File: config.mk
export PLATFORM = sky130hd
export DESIGN_NAME = combinerTop
export DESIGN_NICKNAME = d
export VERILOG_FILES = /design/src/common/combinerPkg.sv /design/src/common/busPkg.sv /design/src/hdl/combinerTop.sv /design/src/combiner/combinerSweep.sv /design/src/combiner/combinerRegs.sv /design/src/hdl/busDecoder.sv
export VERILOG_INCLUDE_DIRS = /design/src /design/src/common
export SDC_FILE = /design/constraint.sdc
export NUM_CORES = 1
export LEC_CHECK = 0
export ABC_AREA = 0
export BUFFER_PORTS_ARGS = -buffer_cell sky130_fd_sc_hd__buf_2
export CORE_UTILIZATION = 40
export CTS_BUF_LIST = sky130_fd_sc_hd__clkbuf_8
export DETAILED_ROUTE_END_ITERATION = 10
export PLACE_DENSITY = 0.6
export SLEW_MARGIN = 0
export SYNTH_ARGS = -nofsm -noshare
export SYNTH_HDL_FRONTEND = slang
export SYNTH_SLANG_ARGS = --single-unit
File: constraint.sdc
create_clock -name busClk -period 4.7 [get_ports busClk]
set_input_delay 1.41 -clock busClk [delete_from_list [all_inputs] [get_ports busClk]]
set_output_delay 1.41 -clock busClk [all_outputs]
set_load 0.05 [all_outputs]
File: src/common/combiner_defines.svh
// Combiner register map and widths
`ifndef COMBINER_DEFINES_SVH
`define COMBINER_DEFINES_SVH

// Register bus address width; the top two bits pick the bank.
`define ADDR_W 8

// Word offset width inside a bank.
`define REG_ADDR_W 6

// Base bits that select the combiner bank.
`define COMB_BASE 2'b01

// Word offsets of the combiner registers.
`define COMB_LAG_COEF    6'h00
`define COMB_LEAD_COEF   6'h01
`define COMB_SWEEP_RATE  6'h02
`define COMB_LOCKS       6'h03
`define COMB_SWEEP_LIMIT 6'h04
`define COMB_OPTIONS     6'h05

// Stored coefficient widths. The rest of each word carries status on reads.
`define LAG_COEF_W  26
`define LEAD_COEF_W 24

// AGC level width from the two receive branches.
`define AGC_W 16

`endif
File: src/common/combinerPkg.sv
// Combiner configuration and status types
package combinerPkg;

`include "combiner_defines.svh"

    // Settings the register bank hands to the sweep engine.
    typedef struct packed {
        logic [31:0] sweepRate;    // phase step added each sweeping cycle.
        logic [7:0]  sweepLimit;   // top byte above this wraps the sweep.
        logic        sweepEnable;  // options bit 0.
    } combCfg_t;

    // Live status returned to the register bank.
    typedef struct packed {
        logic [7:0] index;         // current sweep phase index.
        logic       combinerFlag;  // sweeping and not locked, one cycle late.
        logic       agc0GtAgc1;    // branch 0 stronger than branch 1.
        logic       realLock;
        logic       imagLock;
        logic       locked;
        logic       ddsMiso;
    } combStat_t;

    // The lag word is stored one way and read back another way.
    typedef union packed {
        struct packed {
            logic [31-`LAG_COEF_W:0] unused;  // ignored on writes.
            logic [`LAG_COEF_W-1:0]  coef;
        } wr;
        struct packed {
            logic                   ddsMiso;
            logic                   realLock;
            logic                   imagLock;
            logic                   locked;
            logic                   combinerFlag;
            logic                   agc0GtAgc1;
            logic [`LAG_COEF_W-1:0] coef;
        } rd;
    } lagWord_u;

endpackage

File: src/common/busPkg.sv
// Register bus types
package busPkg;

`include "combiner_defines.svh"

    // One host request, valid for a single cycle with no handshake.
    typedef struct packed {
        logic [`ADDR_W-1:0] addr;    // bank base in the top bits, word offset below.
        logic [31:0]        wrData;  // write word, lanes picked by byteWr.
        logic [3:0]         byteWr;  // one enable per byte lane, lane 0 is bits 7:0.
        logic               sel;     // chip-select level from the host.
    } regBusReq_t;

    // Read data returns in the same cycle as the request.
    typedef struct packed {
        logic [31:0] rdData;  // zero when no bank claims the address.
    } regBusRsp_t;

endpackage

File: src/hdl/combinerTop.sv
// Combiner control and status top
`timescale 1ns/1ps
`include "combiner_defines.svh"

module combinerTop import busPkg::*; import combinerPkg::*; (
    input  logic              busClk,
    input  logic              rstN,
    input  regBusReq_t        busReq,
    output regBusRsp_t        busRsp,
    input  logic [`AGC_W-1:0] agc0,
    input  logic [`AGC_W-1:0] agc1,
    input  logic              realLock,
    input  logic              imagLock,
    input  logic              locked,
    input  logic              ddsMiso,
    output logic [7:0]        index
);

    logic                   cs;
    logic [`REG_ADDR_W-1:0] regAddr;
    logic [31:0]            bankData;
    combCfg_t               combCfg;
    combStat_t              combStat;

    busDecoder decoder (
        .busClk   (busClk),
        .rstN     (rstN),
        .busReq   (busReq),
        .busRsp   (busRsp),
        .cs       (cs),
        .regAddr  (regAddr),
        .bankData (bankData)
    );

    combinerRegs regs (
        .busClk   (busClk),
        .rstN     (rstN),
        .cs       (cs),
        .regAddr  (regAddr),
        .wrData   (busReq.wrData),
        .byteWr   (busReq.byteWr),
        .rdData   (bankData),
        .combStat (combStat),
        .combCfg  (combCfg)
    );

    combinerSweep sweep (
        .busClk   (busClk),
        .rstN     (rstN),
        .combCfg  (combCfg),
        .agc0     (agc0),
        .agc1     (agc1),
        .realLock (realLock),
        .imagLock (imagLock),
        .locked   (locked),
        .ddsMiso  (ddsMiso),
        .combStat (combStat)
    );

    assign index = combStat.index;  // phase index for the combining datapath.

endmodule

File: src/combiner/combinerSweep.sv
// Combiner phase sweep and AGC compare
`timescale 1ns/1ps
`include "combiner_defines.svh"

module combinerSweep import combinerPkg::*; (
    input  logic              busClk,
    input  logic              rstN,
    input  combCfg_t          combCfg,
    input  logic [`AGC_W-1:0] agc0,
    input  logic [`AGC_W-1:0] agc1,
    input  logic              realLock,
    input  logic              imagLock,
    input  logic              locked,
    input  logic              ddsMiso,
    output combStat_t         combStat
);

    logic [31:0] acc;
    logic [31:0] accSum;
    logic        sweeping;
    logic        combinerFlag;
    logic        agc0GtAgc1;

    assign sweeping = combCfg.sweepEnable && !locked;
    assign accSum   = acc + combCfg.sweepRate;  // wraps modulo 2^32.

    always_ff @(posedge busClk) begin
        if (!rstN) begin
            acc          <= '0;
            combinerFlag <= 1'b0;
            agc0GtAgc1   <= 1'b0;
        end else begin
            if (sweeping) begin
                if (accSum[31:24] > combCfg.sweepLimit) begin
                    acc <= '0;  // past the limit, restart from phase zero.
                end else begin
                    acc <= accSum;
                end
            end
            combinerFlag <= sweeping;
            agc0GtAgc1   <= agc0 > agc1;
        end
    end

    // Lock pins pass straight through to the status word.
    always_comb begin
        combStat.index        = acc[31:24];
        combStat.combinerFlag = combinerFlag;
        combStat.agc0GtAgc1   = agc0GtAgc1;
        combStat.realLock     = realLock;
        combStat.imagLock     = imagLock;
        combStat.locked       = locked;
        combStat.ddsMiso      = ddsMiso;
    end

    // Each sweep step lands at or below the limit it was taken against.
    assert property (@(posedge busClk) disable iff (!rstN)
        sweeping |=> combStat.index <= $past(combCfg.sweepLimit));

endmodule

File: src/combiner/combinerRegs.sv
// Combiner register bank
`timescale 1ns/1ps
`include "combiner_defines.svh"

module combinerRegs import combinerPkg::*; (
    input  logic                   busClk,
    input  logic                   rstN,
    input  logic                   cs,
    input  logic [`REG_ADDR_W-1:0] regAddr,
    input  logic [31:0]            wrData,
    input  logic [3:0]             byteWr,
    output logic [31:0]            rdData,
    input  combStat_t              combStat,
    output combCfg_t               combCfg
);

    logic [`LAG_COEF_W-1:0]  lagCoef;
    logic [`LEAD_COEF_W-1:0] leadCoef;
    logic [31:0]             sweepRate;
    logic [31:0]             locks;
    logic [15:0]             sweepLimit;  // lanes 0 and 1 of the limit address.
    logic [15:0]             options;     // lanes 2 and 3 of the options address.
    logic [31:0]             curWord;
    logic [31:0]             merged;
    lagWord_u                lagNext;
    lagWord_u                lagRd;

    // Replaces only the enabled byte lanes of a word.
    function automatic logic [31:0] mergeLanes(input logic [31:0] oldWord,
                                               input logic [31:0] newWord,
                                               input logic [3:0]  lanes);
        logic [31:0] result;
        result = oldWord;
        for (int i = 0; i < 4; i++) begin
            if (lanes[i]) begin
                result[8*i +: 8] = newWord[8*i +: 8];
            end
        end
        return result;
    endfunction

    always_comb begin
        case (regAddr)
            `COMB_LAG_COEF:    curWord = {{(32-`LAG_COEF_W){1'b0}}, lagCoef};
            `COMB_LEAD_COEF:   curWord = {{(32-`LEAD_COEF_W){1'b0}}, leadCoef};
            `COMB_SWEEP_RATE:  curWord = sweepRate;
            `COMB_LOCKS:       curWord = locks;
            `COMB_SWEEP_LIMIT: curWord = {16'b0, sweepLimit};
            `COMB_OPTIONS:     curWord = {options, 16'b0};
            default:           curWord = '0;
        endcase
    end

    assign merged  = mergeLanes(curWord, wrData, byteWr);
    assign lagNext = merged;  // lane 3 only reaches the two top coefficient bits.

    always_ff @(posedge busClk) begin
        if (!rstN) begin
            lagCoef    <= '0;
            leadCoef   <= '0;
            sweepRate  <= '0;
            locks      <= '0;
            sweepLimit <= '0;
            options    <= '0;
        end else if (cs && |byteWr) begin
            case (regAddr)
                `COMB_LAG_COEF:    lagCoef    <= lagNext.wr.coef;
                `COMB_LEAD_COEF:   leadCoef   <= merged[`LEAD_COEF_W-1:0];  // lane 3 is index.
                `COMB_SWEEP_RATE:  sweepRate  <= merged;
                `COMB_LOCKS:       locks      <= merged;
                `COMB_SWEEP_LIMIT: sweepLimit <= merged[15:0];
                `COMB_OPTIONS:     options    <= merged[31:16];
                default: ;
            endcase
        end
    end

    always_comb begin
        lagRd.rd.ddsMiso      = combStat.ddsMiso;
        lagRd.rd.realLock     = combStat.realLock;
        lagRd.rd.imagLock     = combStat.imagLock;
        lagRd.rd.locked       = combStat.locked;
        lagRd.rd.combinerFlag = combStat.combinerFlag;
        lagRd.rd.agc0GtAgc1   = combStat.agc0GtAgc1;
        lagRd.rd.coef         = lagCoef;
    end

    always_comb begin
        case (regAddr)
            `COMB_LAG_COEF:    rdData = lagRd;
            `COMB_LEAD_COEF:   rdData = {combStat.index, leadCoef};
            `COMB_SWEEP_LIMIT,
            `COMB_OPTIONS:     rdData = {options, sweepLimit};  // both offsets share a word.
            `COMB_SWEEP_RATE:  rdData = sweepRate;
            `COMB_LOCKS:       rdData = locks;
            default:           rdData = '0;
        endcase
    end

    assign combCfg.sweepRate   = sweepRate;
    assign combCfg.sweepLimit  = sweepLimit[7:0];
    assign combCfg.sweepEnable = options[0];

    // A selected offset outside the map must read as zero.
    assert property (@(posedge busClk) disable iff (!rstN)
        cs && (regAddr > `COMB_OPTIONS) |-> rdData == '0);

endmodule

File: src/hdl/busDecoder.sv
// Register bus address decoder
`timescale 1ns/1ps
`include "combiner_defines.svh"

module busDecoder import busPkg::*; (
    input  logic                   busClk,
    input  logic                   rstN,
    input  regBusReq_t             busReq,
    output regBusRsp_t             busRsp,
    output logic                   cs,
    output logic [`REG_ADDR_W-1:0] regAddr,
    input  logic [31:0]            bankData
);

    logic baseHit;

    // The top address bits name the bank, the rest is the word offset.
    assign baseHit = busReq.addr[`ADDR_W-1:`REG_ADDR_W] == `COMB_BASE;
    assign cs      = busReq.sel && baseHit;
    assign regAddr = busReq.addr[`REG_ADDR_W-1:0];

    // Unmapped bases and idle cycles read as zero.
    always_comb begin
        if (cs) begin
            busRsp.rdData = bankData;
        end else begin
            busRsp.rdData = '0;
        end
    end

    // The bank is only ever selected by a host strobe.
    assert property (@(posedge busClk) disable iff (!rstN)
        $rose(cs) |-> busReq.sel);

endmodule

==> results of run 1 <==
[metal layers]
layer,track usage [%],wire length [microns],up-vias
li1,-,-,5000
met1,33.32,16370,4814
met2,36.94,14760,268
met3,2.868,1381,38
met4,7.510,538,0
met5,0,0,-
[worst max-delay path, delay by kind of cell]
| kind | cells | cell delay (ns) |
|---|---|---|
| AOI/OAI and AO/OA | 2 | 0.45 |
| and+or+nand+nor | 3 | 0.34 |
| buffers and inverters | 4 | 0.91 |
[metrics by stage]
stage,hold WS [ns],setup slack [ns],instances,util (%)
after floorplan,0.4312,-0.1757,1370,-
after CTS,0.4551,0.05931,1806,46.29
after global routing,0.4764,0.006405,1806,46.38
after detailed placement,0.4421,0.06457,1774,44.77
final,0.4532,0.1622,1806,46.38
after global placement,0.4369,0.08983,1774,44.77
[report_power, final]
group          switching, mW  internal [mW]  total [mW]
sequential          0.000938           1.53        1.53
clock                  0.643          0.491        1.13
combinational          0.123         0.0925       0.216
total                  0.767           2.11        2.88
[worst paths after layout]
path                                           to  cells past startpoint
worst max-delay path                    busRsp[0]                      9
worst min-delay path            regs.leadCoef[22]                      2
worst max register to register      sweep.acc[31]                     18
worst min register to register  regs.leadCoef[22]                      2
[sequential cells by signal (all words and copies together), names as in the netlist, 16 cells and up]
signal,flops
regs.locks,32
regs.sweepRate,32
sweep.acc,32
regs.lagCoef,26
regs.leadCoef,24
regs.options,16
regs.sweepLimit,16
[area by class of cell]
type / instances / area [sq um] / area share [%]
Sequential cell: 180 / 3603 / 28.75
Tap cell: 341 / 426.7 / 3.404
Timing Repair Buffer: 167 / 1042 / 8.314
Clock inverter: 15 / 177.7 / 1.417
Multi-Input combinational cell: 1052 / 6924 / 55.23
Inverter: 34 / 127.6 / 1.018
Clock buffer: 17 / 234.0 / 1.866
[cells in the final DEF (no fill, tap or decap), types with 17 or more instances in the layout]
master and instances:
a21boi_0 129, a21boi_1 20, a21o_1 21, a21oi_1 35
a221o_1 26, a221oi_1 33, a22oi_1 30, buf_2 121
buf_4 38, clkbuf_8 17, dfxtp_1 180, ha_1 55
inv_1 36, mux2_2 55, nand2_1 332, nand3_1 19
nand4_1 17, nor2_1 73, o21ai_0 22, xnor2_1 20
[repair_timing]
item / in CTS / in global routing
hold buffers: 0 / 0
setup endpoints to repair: 0 / 30
buffers inserted: 0 / 0
resized for setup: 0 / 4
[cell families (layout without fill, tap and decap cells)]
family	Yosys count	in the layout	synth area share (%)
buffers and inverters	138	233	5.246
flip-flops	180	180	32.63
multiplexers	65	65	6.516
XOR/XNOR	30	30	2.380
AO/OA/AOI/OAI	394	394	27.25
AND/OR/NAND/NOR	507	507	19.56
adder cells (fa/ha/maj)	56	56	6.414
==> impl_metrics.yaml, run 1 <==
sta:
  worst_pin_slew_ns: 0.9139
  slew_headroom_pct: 39.07
  setup_viol: 0
  rsz0062_at_grt: "no"
  period_needed_ns: 4.538
  setup_tns_ns: 0
  hold_viol: 0
  fmax_mhz: 220.4
  fin_crit_sh_pct: 96.55
  slew_viol_final: 0
  finClkSkew_ns: 0.01436
floorplanning:
  top_level_ports: 123
  dieWidth_microns: 168.1
  num_rows: 60
  die_area_sq_um: 28270
  dieHeight_microns: 168.1
  core_area_sq_um: 27030
  initial_core_util_pct: 40.86
worst_hold_path:
  holdCritStartpoint: "regs.leadCoef[22]"
  hold_class: "reg -> reg"
routing:
  initialDrtViolationCount: 827
  vias_per_cell: 5.604
  dr.pass1.iters: 5
  wl_per_cell_microns: 18.30
  route.antenna.remaining_nets: 0
  wirelength_microns: 33050
  drc: 0
  vias: 10120
logic_synthesis:
  synth_top_area_share_pct: 32.63
  synth_seq_cells: 180
  synthMostInstantiatedCell: "nand2_1"
  synth_sequential_area_ratio_pct: 32.63
  synthesis.area_sq_um: 11040
  async_reset_ff_share_pct: 0
  synthDistinctLibCells: 68
  yosys-top-cells-area: "dfxtp_1 33%, nand2_1 11%, a21boi_0 8.8%"
  synth_ff_type: "dfxtp_1"
  netlist_instances: 1370
  synth_common_cells: "332 x nand2_1, 180 x dfxtp_1, 129 x a21boi_0"
  syn_area_per_cell_sq_um: 8.060
  synth_area_leader_cell: "dfxtp_1"
  yosysWarnings: 0
  synth_nets: 1509
  synth_edf_count: 0
cts:
  cts_sinks: 180
  cts_max_path_buffers: 2
  clk_pin_slew_ns: 0.09
  clk_latency_ns: 0.48
  cts-buffers-inserted: 17
  root_buffer: "clkbuf_8"
  htreeDepth: 4
  cts_tree: "yes"
critical_path:
  path_cells: "buf_2 -> buf_4 -> nor2_2 -> buf_4 -> a22oi_1 -> nor2_1 -> a221oi_1 -> nor2_1 -> buf_2"
  critPathKind: "in -> out"
  end_kind: "output pin"
  crit_start: "busReq[38]"
  critical_path.slowest_cell: "buf_4"
  start_kind: "primary input"
  r2r_start: "regs.sweepRate[0]"
  max_stage_delay_ns: 0.30
  worstPathArrival_ns: 3.13
  worst-r2r-setup-slack_ns: 0.33
  required_ns: 3.29
  path_max_fanout: 18
global_route:
  overflow: 0
  grt_pass1_wl_microns: 52770
  grt_pass1_vias: 9695
  grtUsageTotal_pct: 23.48
  grt_start_max_net_pins: 99
  antenna_found_initial: 0
placed_design:
  placed_cell_area_sq_um: 12100
  port_buffers: 122
  place_congestion: 0.9000
  dp_hpwl_microns: 23630
power_and_ir_drop:
  peakVddDrop_uv: 153.6
  power_mw: 2.876
  power.density_nw_per_um2: 229.4
  p_leak_nw: 4.895
run:
  cap_violations: 0
status:
  status: "finished clean"
finish:
  drive_gt1_share_pct: 19.59
  fillers: 2733
  syn_to_final_growth_pct: 13.53
  finalNetCount: 1591
  fin_area_sq_um: 12540
  antenna_cells: 0
No activity file was read; power rests on OpenSTA's default activity.
==> inputs of run 2 (changes only) <==
Settings changed: RECOVER_POWER from default to 25.
==> impl_metrics.yaml, run 2 (synthesized netlist as in run 1, its figures left out) <==
status:
  status: "finished clean"
routing:
  route.antenna.remaining_nets: 0
  wirelength_microns: 32970
  initialDrtViolationCount: 765
  drc: 0
  dr.pass1.iters: 7
  vias_per_cell: 5.598
  wl_per_cell_microns: 18.25
  vias: 10110
cts:
  cts_resized: 0
  clk_latency_ns: 0.48
  root_buffer: "clkbuf_8"
  cts_tree: "yes"
  cts-buffers-inserted: 17
  holdBufCountCts: 0
  htreeDepth: 4
  cts_setup_buffers: 0
  clk_pin_slew_ns: 0.10
  cts_sinks: 180
  cts_max_path_buffers: 2
floorplanning:
  dieHeight_microns: 168.1
  num_rows: 60
  initial_core_util_pct: 40.86
  core_area_sq_um: 27030
  dieWidth_microns: 168.1
  die_area_sq_um: 28270
  top_level_ports: 123
placed_design:
  dp_hpwl_microns: 23630
  place_congestion: 0.9000
  port_buffers: 122
  place_ws_ns: 0.06457
global_route:
  grtUsageTotal_pct: 23.48
  overflow: 0
  grt_pass1_vias: 9695
  grt_start_max_net_pins: 99
  grt_pass1_wl_microns: 52770
  antenna_found_initial: 0
finish:
  layout_commonest_cell: "nand2_1"
  antenna_cells: 0
  drive_gt1_share_pct: 17.34
  syn_to_final_growth_pct: 13.26
  fillers: 2740
  top_regs: "regs.locks x32, regs.sweepRate x32, sweep.acc x32"
  final_cell_mix: "332 x nand2_1, 180 x dfxtp_1, 136 x a21boi_0, 112 x buf_2, 74 x nor2_1"
  finalNetCount: 1591
critical_path:
  crit_start: "busReq[38]"
  worstPathArrival_ns: 3.15
  start_kind: "primary input"
  path_max_fanout: 18
  end_kind: "output pin"
  r2r_start: "regs.sweepRate[0]"
  required_ns: 3.29
  critPathKind: "in -> out"
power_and_ir_drop:
  p_leak_nw: 4.851
  power.density_nw_per_um2: 229.4
  peakVddDrop_uv: 153.3
sta:
  rsz0062_at_grt: "no"
  finClkSkew_ns: 0.01417
  setup_viol: 0
  fin_crit_sh_pct: 97.05
  worst_pin_slew_ns: 1.018
  fmax_mhz: 219.2
  slew_headroom_pct: 32.10
  fin_hold_ws_ns: 0.4549
  slew_viol_final: 0
  period_needed_ns: 4.561
  setup_slack_ns: 0.1386
  hold_viol: 0
run:
  cap_violations: 0
worst_hold_path:
  holdCritStartpoint: "regs.locks[7]"
  hold_class: "reg -> reg"
## run 2: cell count changes in the layout (fill, tap and decap cells not counted), moves of 7 or more
cell,delta
clkbuf_1,+12
buf_2,-9
mux2_2,-19
a21boi_0,+7
mux2_1,+19
a21boi_1,-7
## run 2: power breakdown
part / switching [mW] / internal [mW]
clock network: 0.640 / 0.491
registers: 0.000935 / 1.53
logic: 0.122 / 0.0890
## run 2: worst paths after layout
kind | to | slack, ns | cells after the start
max | busRsp[0] | 0.14 | 9
min | regs.locks[7] | 0.45 | 2
max reg2reg | sweep.acc[31] | 0.33 | 18
min reg2reg | regs.locks[7] | 0.45 | 2
## run 2: area by class of cell
cell class | instances | area (sq um) | area share, %
Tap cell | 341 | 426.7 | 3.412
Sequential cell | 180 | 3603 | 28.81
Timing Repair Buffer | 167 | 1020 | 8.154
Clock buffer | 17 | 234.0 | 1.871
Multi-Input combinational cell | 1052 | 6917 | 55.31
Clock inverter | 15 | 177.7 | 1.421
Inverter | 34 | 127.6 | 1.021
## run 2: metal layers
layer / global-route usage, % / vias up / wire length (microns)
met3: 2.868 / 34 / 1521
li1: - / 5000 / -
met1: 33.32 / 4809 / 16270
met4: 7.510 / 0 / 526
met5: 0 / - / 0
met2: 36.94 / 267 / 14650
## run 2: critical path, cell delays in order
cell	delay, ns
buf_2	0.16
buf_4	0.30
nor2_1	0.15
buf_4	0.20
a22oi_1	0.19
nor2_1	0.08
a221oi_1	0.25
nor2_1	0.14
buf_2	0.27
## run 2: metrics by stage
stage | total power, mW | setup TNS (ns) | std cells | area (sq um) | utilization, %
after floorplan | 1.687 | -4.738 | 1370 | 11050 | -
after global placement | 1.773 | 0 | 1774 | 12100 | 44.77
after detailed placement | 1.774 | 0 | 1774 | 12100 | 44.77
after CTS | 2.892 | 0 | 1806 | 12510 | 46.29
after global routing | 2.964 | 0 | 1806 | 12510 | 46.27
final | 2.869 | 0 | 1806 | 12510 | 46.27
